File: src/common/uart_pkg.sv
/* Command word layout and field widths shared by the UART TX array and its testbench.
   Modules take these definitions by a wildcard import in their header. */
`default_nettype none

package uart_pkg;

    // ==============================
    // Field widths
    // ==============================
    localparam int CMD_W      = 24;
    // Channel field, caps the array at 4 channels
    localparam int CHAN_IDX_W = 2;
    // Queue level as seen by the host
    localparam int LVL_W      = 16;

    // Opcode in the top two bits of every command
    typedef enum logic [1:0] {
        OP_NOP  = 2'b00,
        OP_DATA = 2'b01,
        OP_CTRL = 2'b10,
        OP_RSVD = 2'b11
    } cmd_op_e;

    // ==============================
    // Command word views
    // ==============================
    // Data view, pushes one byte into a queue
    typedef struct packed {
        cmd_op_e                 op;
        logic [CHAN_IDX_W-1:0]   chan;
        logic [11:0]             rsvd;
        logic [7:0]              tx_byte;
    } cmd_data_s;

    // Control view, loads the prescaler and may flush the queue
    typedef struct packed {
        cmd_op_e                 op;
        logic [CHAN_IDX_W-1:0]   chan;
        logic                    clear;
        logic [2:0]              rsvd;
        logic [15:0]             prescaler;
    } cmd_ctrl_s;

    // Same 24 bits, decoded by opcode
    typedef union packed {
        cmd_data_s data;
        cmd_ctrl_s ctrl;
    } cmd_word_u;

endpackage

`default_nettype wire

File: src/common/chan_if.sv
/* Per-channel bundle between the command dispatcher, one UART channel and the status
   collector. One instance per channel, connected as an array at the top level. */
`timescale 1ns/10ps
`default_nettype none

interface chan_if import uart_pkg::*; ();

    // Byte push into the channel queue
    logic              wr_stb;
    logic [7:0]        wr_byte;

    // Control command fields
    logic              cfg_stb;
    logic              cfg_clear;
    logic [15:0]       cfg_prescaler;

    // Current queue fill level
    logic [LVL_W-1:0]  level;

    // Dispatcher side
    modport ctl (output wr_stb, wr_byte, cfg_stb, cfg_clear, cfg_prescaler);

    // Channel side
    modport chan (input wr_stb, wr_byte, cfg_stb, cfg_clear, cfg_prescaler, output level);

    // Status collector only watches the level
    modport mon (input level);

endinterface

`default_nettype wire

File: src/cmd_dispatch.sv
/* Host front end: takes 24-bit command words over a four-phase req/ack handshake
   and raises a one-cycle strobe on the addressed channel's interface. */
`timescale 1ns/10ps
`default_nettype none

module cmd_dispatch import uart_pkg::*; #(
    parameter int N_CHAN = 4
)(
    input  logic       clk,
    input  logic       rstz,
    input  logic       cmd_req_i,
    input  cmd_word_u  cmd_word_i,
    output logic       cmd_ack_o,
    chan_if.ctl        chans [N_CHAN]
);

    // Handshake state, ack is high in ST_ACK
    typedef enum logic {
        ST_IDLE = 1'b0,
        ST_ACK  = 1'b1
    } hs_state_e;

    hs_state_e  state_q;
    logic       capture;
    logic       go_q;
    cmd_word_u  word_q;

    // New request seen while idle
    assign capture   = (state_q == ST_IDLE) && cmd_req_i;
    assign cmd_ack_o = (state_q == ST_ACK);

    // ==============================
    // Four-phase handshake
    // ==============================
    always_ff @(posedge clk or negedge rstz) begin
        if (!rstz) begin
            state_q <= ST_IDLE;
            go_q    <= 1'b0;
        end else begin
            // One-cycle pulse, lines up with ack rising
            go_q <= capture;
            case (state_q)
                ST_IDLE: if (cmd_req_i) state_q <= ST_ACK;
                ST_ACK:  if (!cmd_req_i) state_q <= ST_IDLE;
                default: state_q <= ST_IDLE;
            endcase
        end
    end

    // Word held until the next request
    always_ff @(posedge clk) begin
        if (capture) begin
            word_q <= cmd_word_i;
        end
    end

    // ==============================
    // Fan out to channels
    // ==============================
    // Fields go to every channel, strobes only to the addressed one.
    // Channels at or above N_CHAN have no slot and are dropped here.
    for (genvar i = 0; i < N_CHAN; i++) begin : g_fan
        assign chans[i].wr_byte       = word_q.data.tx_byte;
        assign chans[i].cfg_clear     = word_q.ctrl.clear;
        assign chans[i].cfg_prescaler = word_q.ctrl.prescaler;
        assign chans[i].wr_stb  = go_q && (word_q.data.op == OP_DATA)
                                  && (word_q.data.chan == CHAN_IDX_W'(i));
        assign chans[i].cfg_stb = go_q && (word_q.ctrl.op == OP_CTRL)
                                  && (word_q.ctrl.chan == CHAN_IDX_W'(i));
    end

    // Ack only ever answers a pending request
    a_ack_needs_req: assert property (
        @(posedge clk) disable iff (!rstz)
        $rose(cmd_ack_o) |-> cmd_req_i
    );

endmodule

`default_nettype wire

File: src/uart_chan/txq_fifo.sv
/* Circular byte queue with synchronous flush and an occupancy count.
   Pushes into a full queue are silently dropped. */
`timescale 1ns/10ps
`default_nettype none

module txq_fifo #(
    parameter int WIDTH = 8,
    parameter int DEPTH = 8
)(
    input  logic                     clk,
    input  logic                     rstz,
    input  logic                     clear_i,
    input  logic [WIDTH-1:0]         din_i,
    input  logic                     din_vld_i,
    output logic                     din_rdy_o,
    output logic [WIDTH-1:0]         dout_o,
    output logic                     dout_vld_o,
    input  logic                     dout_rdy_i,
    output logic [$clog2(DEPTH):0]   level_o
);

    localparam int AW = $clog2(DEPTH);
    localparam int CW = AW + 1;

    logic [WIDTH-1:0]  mem [DEPTH];
    logic [AW-1:0]     wr_ptr_q;
    logic [AW-1:0]     rd_ptr_q;
    logic [CW-1:0]     count_q;
    logic              push;
    logic              pop;

    // Full blocks the push, which drops the byte
    assign din_rdy_o  = (count_q != CW'(DEPTH));
    assign dout_vld_o = (count_q != '0);
    assign dout_o     = mem[rd_ptr_q];
    assign level_o    = count_q;

    assign push = din_vld_i && din_rdy_o;
    assign pop  = dout_vld_o && dout_rdy_i;

    // Storage, no reset needed
    always_ff @(posedge clk) begin
        if (push && !clear_i) begin
            mem[wr_ptr_q] <= din_i;
        end
    end

    // Pointers wrap on their own, DEPTH is a power of two
    always_ff @(posedge clk or negedge rstz) begin
        if (!rstz) begin
            wr_ptr_q <= '0;
            rd_ptr_q <= '0;
            count_q  <= '0;
        end else if (clear_i) begin
            wr_ptr_q <= '0;
            rd_ptr_q <= '0;
            count_q  <= '0;
        end else begin
            if (push) wr_ptr_q <= wr_ptr_q + 1'b1;
            if (pop)  rd_ptr_q <= rd_ptr_q + 1'b1;
            case ({push, pop})
                2'b10:   count_q <= count_q + 1'b1;
                2'b01:   count_q <= count_q - 1'b1;
                default: count_q <= count_q;
            endcase
        end
    end

    a_count_bound: assert property (
        @(posedge clk) disable iff (!rstz)
        count_q <= CW'(DEPTH)
    );

endmodule

`default_nettype wire

File: src/uart_chan/uart_tx_phy.sv
/* Serial transmitter for 8N1 frames, LSB first, each bit prescaler+1 clocks long.
   Accepts a byte only when idle; the prescaler is latched at frame start. */
`timescale 1ns/10ps
`default_nettype none

module uart_tx_phy (
    input  logic         clk,
    input  logic         rstz,
    input  logic [15:0]  prescaler_i,
    input  logic [7:0]   din_i,
    input  logic         din_vld_i,
    output logic         din_rdy_o,
    output logic         tx_o
);

    logic         busy_q;
    logic         tx_q;
    logic [15:0]  presc_q;
    logic [15:0]  baud_q;
    logic [3:0]   bit_q;
    // Remaining bits: stop then data, shifted out LSB first
    logic [8:0]   shift_q;
    logic         accept;
    logic         bit_end;

    assign din_rdy_o = !busy_q;
    assign accept    = din_vld_i && !busy_q;
    assign bit_end   = busy_q && (baud_q == presc_q);
    assign tx_o      = tx_q;

    // ==============================
    // Baud and bit counters
    // ==============================
    always_ff @(posedge clk or negedge rstz) begin
        if (!rstz) begin
            busy_q <= 1'b0;
            tx_q   <= 1'b1;
            baud_q <= '0;
            bit_q  <= '0;
        end else if (accept) begin
            // Start bit goes out right away
            busy_q <= 1'b1;
            tx_q   <= 1'b0;
            baud_q <= '0;
            bit_q  <= '0;
        end else if (busy_q) begin
            if (bit_end) begin
                baud_q <= '0;
                if (bit_q == 4'd9) begin
                    // Stop bit done, line already high
                    busy_q <= 1'b0;
                end else begin
                    bit_q <= bit_q + 1'b1;
                    tx_q  <= shift_q[0];
                end
            end else begin
                baud_q <= baud_q + 1'b1;
            end
        end
    end

    // Frame payload and rate, held for the whole frame
    always_ff @(posedge clk) begin
        if (accept) begin
            shift_q <= {1'b1, din_i};
            presc_q <= prescaler_i;
        end else if (bit_end) begin
            shift_q <= {1'b1, shift_q[8:1]};
        end
    end

    // After an accept the line is low and no new byte is taken for 10 bit slots minimum
    a_no_accept_in_frame: assert property (
        @(posedge clk) disable iff (!rstz)
        (din_vld_i && din_rdy_o) |=> (!tx_o && !din_rdy_o) ##1 (!din_rdy_o) [*9]
    );

endmodule

`default_nettype wire

File: src/uart_chan/uart_chan.sv
/* One transmit channel: prescaler register, byte queue and serial transmitter.
   Driven through its chan_if by the dispatcher; reports queue level back. */
`timescale 1ns/10ps
`default_nettype none

module uart_chan import uart_pkg::*; #(
    parameter int DEPTH             = 8,
    parameter int DEFAULT_PRESCALER = 15
)(
    input  logic  clk,
    input  logic  rstz,
    chan_if.chan  cmd,
    output logic  tx_o
);

    logic [15:0]              prescaler_q;
    logic [7:0]               q_dout;
    logic                     q_dout_vld;
    logic                     q_dout_rdy;
    logic [$clog2(DEPTH):0]   q_level;

    // Rate survives until the next control command
    always_ff @(posedge clk or negedge rstz) begin
        if (!rstz) begin
            prescaler_q <= 16'(DEFAULT_PRESCALER);
        end else if (cmd.cfg_stb) begin
            prescaler_q <= cmd.cfg_prescaler;
        end
    end

    // Queue, flushed in the control command cycle
    txq_fifo #(
        .WIDTH (8),
        .DEPTH (DEPTH)
    ) u_txq (
        .clk        (clk),
        .rstz       (rstz),
        .clear_i    (cmd.cfg_stb && cmd.cfg_clear),
        .din_i      (cmd.wr_byte),
        .din_vld_i  (cmd.wr_stb),
        .din_rdy_o  (),
        .dout_o     (q_dout),
        .dout_vld_o (q_dout_vld),
        .dout_rdy_i (q_dout_rdy),
        .level_o    (q_level)
    );

    // Pops whenever the line is idle
    uart_tx_phy u_phy (
        .clk         (clk),
        .rstz        (rstz),
        .prescaler_i (prescaler_q),
        .din_i       (q_dout),
        .din_vld_i   (q_dout_vld),
        .din_rdy_o   (q_dout_rdy),
        .tx_o        (tx_o)
    );

    assign cmd.level = LVL_W'(q_level);

endmodule

`default_nettype wire

File: src/queue_status.sv
/* Host status readback: registers the queue level of the selected channel.
   Indices with no channel behind them read as zero. */
`timescale 1ns/10ps
`default_nettype none

module queue_status import uart_pkg::*; #(
    parameter int N_CHAN = 4
)(
    input  logic                   clk,
    input  logic                   rstz,
    chan_if.mon                    chans [N_CHAN],
    input  logic [CHAN_IDX_W-1:0]  stat_chan_i,
    output logic [LVL_W-1:0]       stat_size_o
);

    // Full index space, unused slots tied to zero
    logic [LVL_W-1:0] lvl [2**CHAN_IDX_W];

    for (genvar i = 0; i < 2**CHAN_IDX_W; i++) begin : g_lvl
        if (i < N_CHAN) begin : g_live
            assign lvl[i] = chans[i].level;
        end else begin : g_none
            assign lvl[i] = '0;
        end
    end

    // One clock from select to readback
    always_ff @(posedge clk or negedge rstz) begin
        if (!rstz) begin
            stat_size_o <= '0;
        end else begin
            stat_size_o <= lvl[stat_chan_i];
        end
    end

endmodule

`default_nettype wire

File: src/uart_tx_array.sv
/* Top of the multi-channel UART TX array with plain host ports.
   Dispatcher feeds N_CHAN identical channels; status collector reads their levels. */
`timescale 1ns/10ps
`default_nettype none

module uart_tx_array import uart_pkg::*; #(
    parameter int N_CHAN = 4,
    parameter int DEPTH  = 8
)(
    input  logic                   clk,
    input  logic                   rstz,
    // Host command handshake
    input  logic                   cmd_req_i,
    input  logic [CMD_W-1:0]       cmd_word_i,
    output logic                   cmd_ack_o,
    // Queue level readback
    input  logic [CHAN_IDX_W-1:0]  stat_chan_i,
    output logic [LVL_W-1:0]       stat_size_o,
    // Serial lines
    output logic [N_CHAN-1:0]      tx_o
);

    cmd_word_u cmd_word;

    // One bundle per channel
    chan_if chan_bus [N_CHAN] ();

    assign cmd_word = cmd_word_i;

    // ==============================
    // Command front end
    // ==============================
    cmd_dispatch #(
        .N_CHAN (N_CHAN)
    ) u_dispatch (
        .clk        (clk),
        .rstz       (rstz),
        .cmd_req_i  (cmd_req_i),
        .cmd_word_i (cmd_word),
        .cmd_ack_o  (cmd_ack_o),
        .chans      (chan_bus)
    );

    // ==============================
    // Channels
    // ==============================
    for (genvar i = 0; i < N_CHAN; i++) begin : g_chan
        uart_chan #(
            .DEPTH (DEPTH)
        ) u_chan (
            .clk  (clk),
            .rstz (rstz),
            .cmd  (chan_bus[i]),
            .tx_o (tx_o[i])
        );
    end

    // Level readback
    queue_status #(
        .N_CHAN (N_CHAN)
    ) u_status (
        .clk         (clk),
        .rstz        (rstz),
        .chans       (chan_bus),
        .stat_chan_i (stat_chan_i),
        .stat_size_o (stat_size_o)
    );

endmodule

`default_nettype wire

File: config.mk
export PLATFORM = sky130hd
export DESIGN_NAME = uart_tx_array
export DESIGN_NICKNAME = d
export VERILOG_FILES = /design/src/common/uart_pkg.sv /design/src/common/chan_if.sv /design/src/cmd_dispatch.sv /design/src/uart_chan/txq_fifo.sv /design/src/uart_chan/uart_tx_phy.sv /design/src/uart_chan/uart_chan.sv /design/src/queue_status.sv /design/src/uart_tx_array.sv
export SDC_FILE = /design/constraint.sdc
export NUM_CORES = 1
export LEC_CHECK = 0
export BUFFER_PORTS_ARGS = -buffer_cell sky130_fd_sc_hd__buf_2
export CORE_MARGIN = 2
export CORE_UTILIZATION = 63
export DETAILED_ROUTE_END_ITERATION = 10
export HOLD_SLACK_MARGIN = 0.06
export PLACE_DENSITY = 0.8
export SETUP_SLACK_MARGIN = 0.3
export SLEW_MARGIN = 20
export SYNTH_ARGS = -nofsm -noshare
export SYNTH_HDL_FRONTEND = slang
export SYNTH_HIERARCHICAL = 1
export SYNTH_SLANG_ARGS = --single-unit
File: constraint.sdc
create_clock -name clk -period 3.3 [get_ports clk]
set_clock_uncertainty 0.05 [all_clocks]
set_input_delay 0.66 -clock clk [delete_from_list [all_inputs] [get_ports clk]]
set_output_delay 0.66 -clock clk [all_outputs]
set_load 0.01 [all_outputs]
# Yosys cells after proc, flatten, opt, wreduce, memory -nomap -nowiden
# Memory sizes are Yosys's and may differ from the RTL's.
# Cells that the tools add are included.
word_totals:
  elab_cells: 276
  mem_count: 4
  rom_bits: 0
  out_inout_bits: 21
  regBits: 330
  ram_bits: 256
  latch_bits: 0
classes:
  shifts: 0
  mux: 104
  n_reduce_logical: 68
  n_mul: 0
  order_cmp: 1
  div_mod_pow: 0
  n_addsub: 24
  bitwise: 2
  eq_ne: 29
memory_table:
  columns: ["memory", "depth", "word_bits", "rd", "rd_clocked_by_memory_dff", "write_ports", "line", "text"]
  rows:
  - ["g_chan[0].u_chan.u_txq.mem", 8, 8, 1, 0, 1, "txq_fifo.sv:25", "logic [WIDTH-1:0] mem [DEPTH];"]
  - ["g_chan[1].u_chan.u_txq.mem", 8, 8, 1, 0, 1, "txq_fifo.sv:25", null]
  - ["g_chan[2].u_chan.u_txq.mem", 8, 8, 1, 0, 1, "txq_fifo.sv:25", null]
  - ["g_chan[3].u_chan.u_txq.mem", 8, 8, 1, 0, 1, "txq_fifo.sv:25", null]
ops:
  columns: ["operator", "count"]
  rows:
  - ["16-bit two-way mux", 14]
  - ["4-bit two-way mux", 20]
  - ["16-bit by 1-bit adder with 16-bit output, second input constant", 4]
  - ["16-bit == test", 4]
  - ["8-bit two-way mux", 8]
  - ["3-bit two-way mux", 16]
  - ["1-bit two-way mux", 41]
  - ["4-bit by 1-bit adder with 4-bit output, second input constant", 8]
  - ["16-bit binary-select mux with 2-bit select", 1]
  - ["4-bit one-hot mux with 2 select lines", 4]
  - ["2-bit nonzero test", 16]
  - ["1-bit logical AND", 31]
  - ["3-bit by 1-bit adder with 3-bit output, second input constant", 8]
  - ["4-bit == test, second input constant", 4]
  - ["4-bit inequality test, second input constant", 4]
  - ["4-bit nonzero test", 4]
  - ["4-bit by 1-bit subtractor with 4-bit output, second input constant", 4]
  - ["2-bit == test, second input constant", 7]
  - ["2-bit by 1-bit == test with 1-bit output, second input constant", 6]
  - ["3-bit AND reduction", 4]
  - ["3-bit nonzero test", 4]
  - ["1-bit zero test", 8]
  - ["2-bit by 1-bit inequality test with 1-bit output, second input constant", 4]
  - ["3-bit greater-or-equal comparator, second input constant", 1]
  - ["other kinds (3)", 3]

# Logic depth before layout (Yosys ltp)
depth:
  word_depth: 8
  ltp_mapped: 11

# Cells and area by module
# The synthesis kept the hierarchy.
by_module_without_submodules:
  columns: ["module", "instances", "cells_each", "area_per_inst_um2", "seq_area_each_um2"]
  rows:
  - ["txq_fifo (g_chan[0].u_chan.u_txq ...)", 3, 176, 3143.0, 2172.1]
  - ["uart_tx_phy (g_chan[0].u_chan.u_phy ...)", 2, 171, 2154.6, 1272.5]
  - ["txq_fifo (g_chan[3].u_chan.u_txq)", 1, 175, 3123.0, 2172.1]
  - ["uart_chan", 4, 48, 752.0, 405.4]
  - ["uart_tx_phy (g_chan[3].u_chan.u_phy)", 1, 185, 2158.3, 1272.5]
  - ["uart_tx_phy (g_chan[2].u_chan.u_phy)", 1, 185, 2117.0, 1272.5]
  - ["cmd_dispatch", 1, 136, 1493.9, 680.7]
  - ["queue_status", 1, 36, 824.5, 400.4]

# Worst setup path before layout
# No wires, ideal clock.
synth_path:
  path_kind: "register to register"
  start: "register u_dispatch/word_q[23] (netlist bit)"
  end: "memory g_chan[3].u_chan.u_txq.mem[1][0] (enable)"
  setup_time_ns: 0.383
  t_arrival_ns: 2.106
  n_path_buf: 3
  t_required_ns: 2.867
  stages_incl_launch_ff: 9
  setup_slack_ns: 0.761
  path_cell_list: "edfxtp_1 nand3b_1 nor2_1 buf_6 buf_12 and2_2 clkbuf_1 nand4b_1 nor3_1"
synth_via:
  elab_chain_cells: 8
synth_rtl:
  columns: ["element", "line", "text"]
  rows:
  - ["from (decl)", "cmd_dispatch.sv:26", "cmd_word_u word_q;"]
  - ["from (signal assigned)", "cmd_dispatch.sv:53", "word_q <= cmd_word_i;"]
  - ["2-bit == test", "cmd_dispatch.sv:68", "assign chans[i].cfg_stb = go_q && (word_q.ctrl.op == OP_CTRL)"]
  - ["1-bit logical AND", "cmd_dispatch.sv:68", null]
  - ["1-bit logical AND", "cmd_dispatch.sv:69", "&& (word_q.ctrl.chan == CHAN_IDX_W'(i));"]
  - ["named net chan_bus[3].cfg_stb", "chan_if.sv:13", "logic cfg_stb;"]
  - ["1-bit logical AND", "uart_chan.sv:38", ".clear_i (cmd.cfg_stb && cmd.cfg_clear),"]
  - ["1-bit zero test", "txq_fifo.sv:43", "if (push && !clear_i) begin"]
  - ["1-bit logical AND", "txq_fifo.sv:43", null]
  - ["1-bit two-way mux", "txq_fifo.sv:43", null]
  - ["1-bit two-way mux (implied by the code)", "txq_fifo.sv:44", "mem[wr_ptr_q] <= din_i;"]
  - ["to (decl)", "txq_fifo.sv:25", null]
# The timed path passes the listed nets, and every way through them passes these cells.

# Final worst setup path
layout_path:
  start: "register g_chan[3].u_chan.u_txq.count_q[1]"
  end: "register g_chan[3].u_chan.u_txq.count_q[3]"
layout_via:
  elab_chain_cells: 5
layout_rtl:
  columns: ["element", "line", "text"]
  rows:
  - ["from (decl)", "txq_fifo.sv:28", "logic [CW-1:0] count_q;"]
  - ["from (signal assigned)", "txq_fifo.sv:62", "2'b10: count_q <= count_q + 1'b1;"]
  - ["from (signal assigned)", "txq_fifo.sv:63", "2'b01: count_q <= count_q - 1'b1;"]
  - ["from (signal assigned)", "txq_fifo.sv:64", "default: count_q <= count_q;"]
  - ["4-bit inequality test or 4-bit nonzero test (tied branches)", "txq_fifo.sv:33, txq_fifo.sv:34", null]
  - ["1-bit logical AND (on tied branches)", "txq_fifo.sv:38, txq_fifo.sv:39", null]
  - ["2-bit by 1-bit == test with 1-bit output or 2-bit == test (tied branches)", "txq_fifo.sv:61", "case ({push, pop})"]
  - ["4-bit one-hot mux with 2 select lines", "txq_fifo.sv:61", null]
  - ["4-bit two-way mux", "txq_fifo.sv:54", "end else if (clear_i) begin"]
# Parallel ways exist; a longest one is shown, timed or not.
# A chain may end at the register's enable or synchronous reset.

==> results.md <==
* Ranking of synthesized cells by area: edfxtp_1 42%, dfrtp_1 18%, mux4_2 6.3%
* Clock sinks at 583
* Initial core utilization at 0.635
* Post-Syn Instances at 1779
* Register area share after synthesis at 0.623
* Largest net degree at the start of global routing at 84
* Syn avg cell area at 14.9 sq um
* Synth Warn # at 6
* RSZ-0062 raised after global routing: false
* Synth Flop Type: edfxtp_1
* Number of distinct library cells after synthesis at 71
* GRT overflow at 0
* CP Launch Type: flop
* Synth area leader: edfxtp_1
* EDFF count, synth at 373
* Crit Path Max Fanout at 12
* Number of top-level pins at 50
* DR pass1 iterations at 7
* Setup ws final at 0.432 ns
* Max Clock Freq at 349 MHz
* GPL Wtd Cong at 0.819
* Worst skew pair latency at 0.62 ns
* Synth top cells by count: 373 x edfxtp_1, 190 x dfrtp_1, 153 x buf_4
* Die Y-Extent at 209 um
* Pins Over Slew Limit at 0
* Hold Crit Class: input pin to flop
* CTS tree: yes
* Detailed-route wire length at 51000 um
* Post-CTS Setup Repair Bufs at 0
* Final setup fails at 0
* Crit path arrival time at 3.34 ns
* Final period utilization at 0.869
* IO Port Bufs at 46
* Per-cell routed wire length at 21.7 um
* Top cell type's share of synthesized area at 0.423
* Layout area overhead at 7.48%
* CTS Buf Count at 57
* Root buffer cell: clkbuf_16
* Crit Path Class: flop to flop
* Setup TNS Final at 0 ns
* Layout cells sized above 1 at 0.247
* Critical path endpoint category: flop
* H-tree depth at 2
* Die area at 43700 sq um
* Clock Pin Slew Worst Setup and Hold Paths at 0.06 ns
* LEAKAGE at 10.7 nW
* Final Hold Fails at 0
* Std cell rows at 75
* Hold slack final at 0.115 ns
* FF+latch count, synth at 583
* Core area at 41700 sq um
* Async SR Flop Fraction at 0.360
* Die width at 209 um
* CP required at 3.77 ns
* Most numerous cell in the Yosys netlist: edfxtp_1
* Final #Nets at 1817
* Antenna Nets Post-Route at 0
* DRC at 0
* Post-route minimum period at 2.87 ns
* Total track usage at 0.241
* Number of global-route vias before repair at 14400
* DP HPWL at 32100 um
* Worst-Margin Slew at 0.869 ns
* Initial antenna violation count at 2
* Maximum vdd drop at 0.000466 V
* Maxcap violations at 0
* Initial DRC count at 1260
* Place WS at 0.508 ns
* Worst slew margin at 0.417
* Status: finished clean
* First-pass GRT wire length at 81000 um
* DR vias/cell at 6.01
* CTS Buffer Depth at 3
* Netlist Area Pre-Place at 26500 sq um
* Total number of vias at 14100
* PwrDens at 678 nW/um^2
cells by family (layout without fill, tap and decap cells):
| logic type | after synthesis | count (layout) | share of synthesized area |
|---|---|---|---|
| flip-flops | 583 | 583 | 0.623 |
| AND/OR/NAND/NOR | 440 | 440 | 0.0876 |
| multiplexers | 203 | 203 | 0.126 |
| buffers and inverters | 250 | 236 | 0.0656 |
| AO/OA/AOI/OAI | 128 | 128 | 0.0369 |
| other | 4 | 50 | 0.000567 |
| adder cells (fa/ha/maj) | 28 | 28 | 0.0132 |
| XOR/XNOR | 143 | 143 | 0.0476 |
timing repair:
| action | 4_1_cts | 5_1_grt |
|---|---|---|
| setup endpoints to repair | 0 | 1 |
| hold buffers | 1 | 0 |
| resized for setup | 0 | 1 |
| endpoints found under the hold margin | 44 | 0 |
state kept, by name, summed over array words and instances (netlist names), 4 cells and up:
signal,count
g_chan.u_chan/u_txq/wr_ptr_q,12
g_chan.u_chan/u_phy/busy_q,4
g_chan.u_chan/u_phy/presc_q,64
u_status/stat_size_o,16
g_chan.u_chan/u_phy/tx_o,4
g_chan.u_chan/u_phy/bit_q,16
g_chan.u_chan/u_phy/shift_q,32
g_chan.u_chan/u_phy/baud_q,64
g_chan.u_chan/u_txq/level_o,16
g_chan.u_chan/u_txq/mem,256
u_dispatch/word_q,21
g_chan.u_chan/prescaler_q,64
g_chan.u_chan/u_txq/rd_ptr_q,12
routing by layer:
layer | track usage | part of all wire | up-vias
li1 | - | - | 6361
met5 | 0 | 0 | -
met2 | 0.392 | 0.49 | 389
met1 | 0.332 | 0.43 | 7290
met3 | 0.0404 | 0.054 | 76
met4 | 0.0894 | 0.027 | 0
final timing paths:
path / to / slack [ns] / startpoint / depth (start not counted)
min in group asynchronous: g_chan[2].u_chan/u_phy/baud_q[5] / 0.57 / rstz / 2
max reg2reg: g_chan[3].u_chan/u_txq/level_o[3] / 0.43 / g_chan[3].u_chan/u_txq/level_o[1] / 8
max in group asynchronous: g_chan[1].u_chan/prescaler_q[3] / 1.75 / rstz / 3
min: u_dispatch/cmd_ack_o / 0.12 / cmd_req_i / 1
min reg2reg: g_chan[0].u_chan/u_phy/presc_q[4] / 0.40 / g_chan[0].u_chan/prescaler_q[4] / 0
max: g_chan[3].u_chan/u_txq/level_o[3] / 0.43 / g_chan[3].u_chan/u_txq/level_o[1] / 8
stage by stage:
stage / std cells / total power, mW / area [sq um] / utilization
floorplan: 1823 / 11.9 / 26600 / -
global placement: 2234 / 12.3 / 26300 / 0.632
detailed placement: 2236 / 12.4 / 26300 / 0.632
CTS: 2345 / 19.4 / 28400 / 0.681
global route: 2349 / 20.1 / 28400 / 0.683
finish: 2350 / 19.3 / 28400 / 0.683
final cells by class:
class / instances / area [sq um]
sequential: 583 / 16500
timing repair buffer: 104 / 741
fill: 2671 / 13200
tap: 539 / 674
antenna: 2 / 5.00
inverter: 24 / 90.1
clock inverter: 45 / 566
multi-input combinational: 990 / 8430
clock buffer: 63 / 1460
layout by cell type (no fill, tap or decap), types with 21 or more instances in the layout:
cell type,netlist,routed
edfxtp_1,373,373
buf_2,23,45
nand3_1,38,38
ha_1,28,28
clkbuf_16,0,57
mux4_2,74,74
nand4_1,31,31
a21oi_1,40,40
xnor2_1,47,47
buf_4,153,51
nor3_1,32,31
nor2_1,140,139
inv_1,21,21
mux2_4,36,36
nand2b_1,24,24
mux2_2,74,74
dfrtp_1,190,190
nand2_1,84,84
xor2_1,95,95
conb_1,4,48
power breakdown:
| part | total (mW) | leakage (nW) | switching (mW) | internal [mW] |
|---|---|---|---|---|
| clock | 6.93 | 0.977 | 2.79 | 4.14 |
| sequential | 9.24 | 5.99 | 0.888 | 8.35 |
| combinational | 3.10 | 3.75 | 1.40 | 1.70 |
worst max-delay path: stages, from the launching register on:
cell and delay (ns):
dfrtp_1 0.52, o41a_1 0.64, nand2_1 0.21, inv_1 0.08
ha_1 0.37, a31oi_1 0.12, a2111oi_1 0.50, a221oi_1 0.17
o221ai_1 0.11
Note: power is estimated with default switching activity, not from simulation.
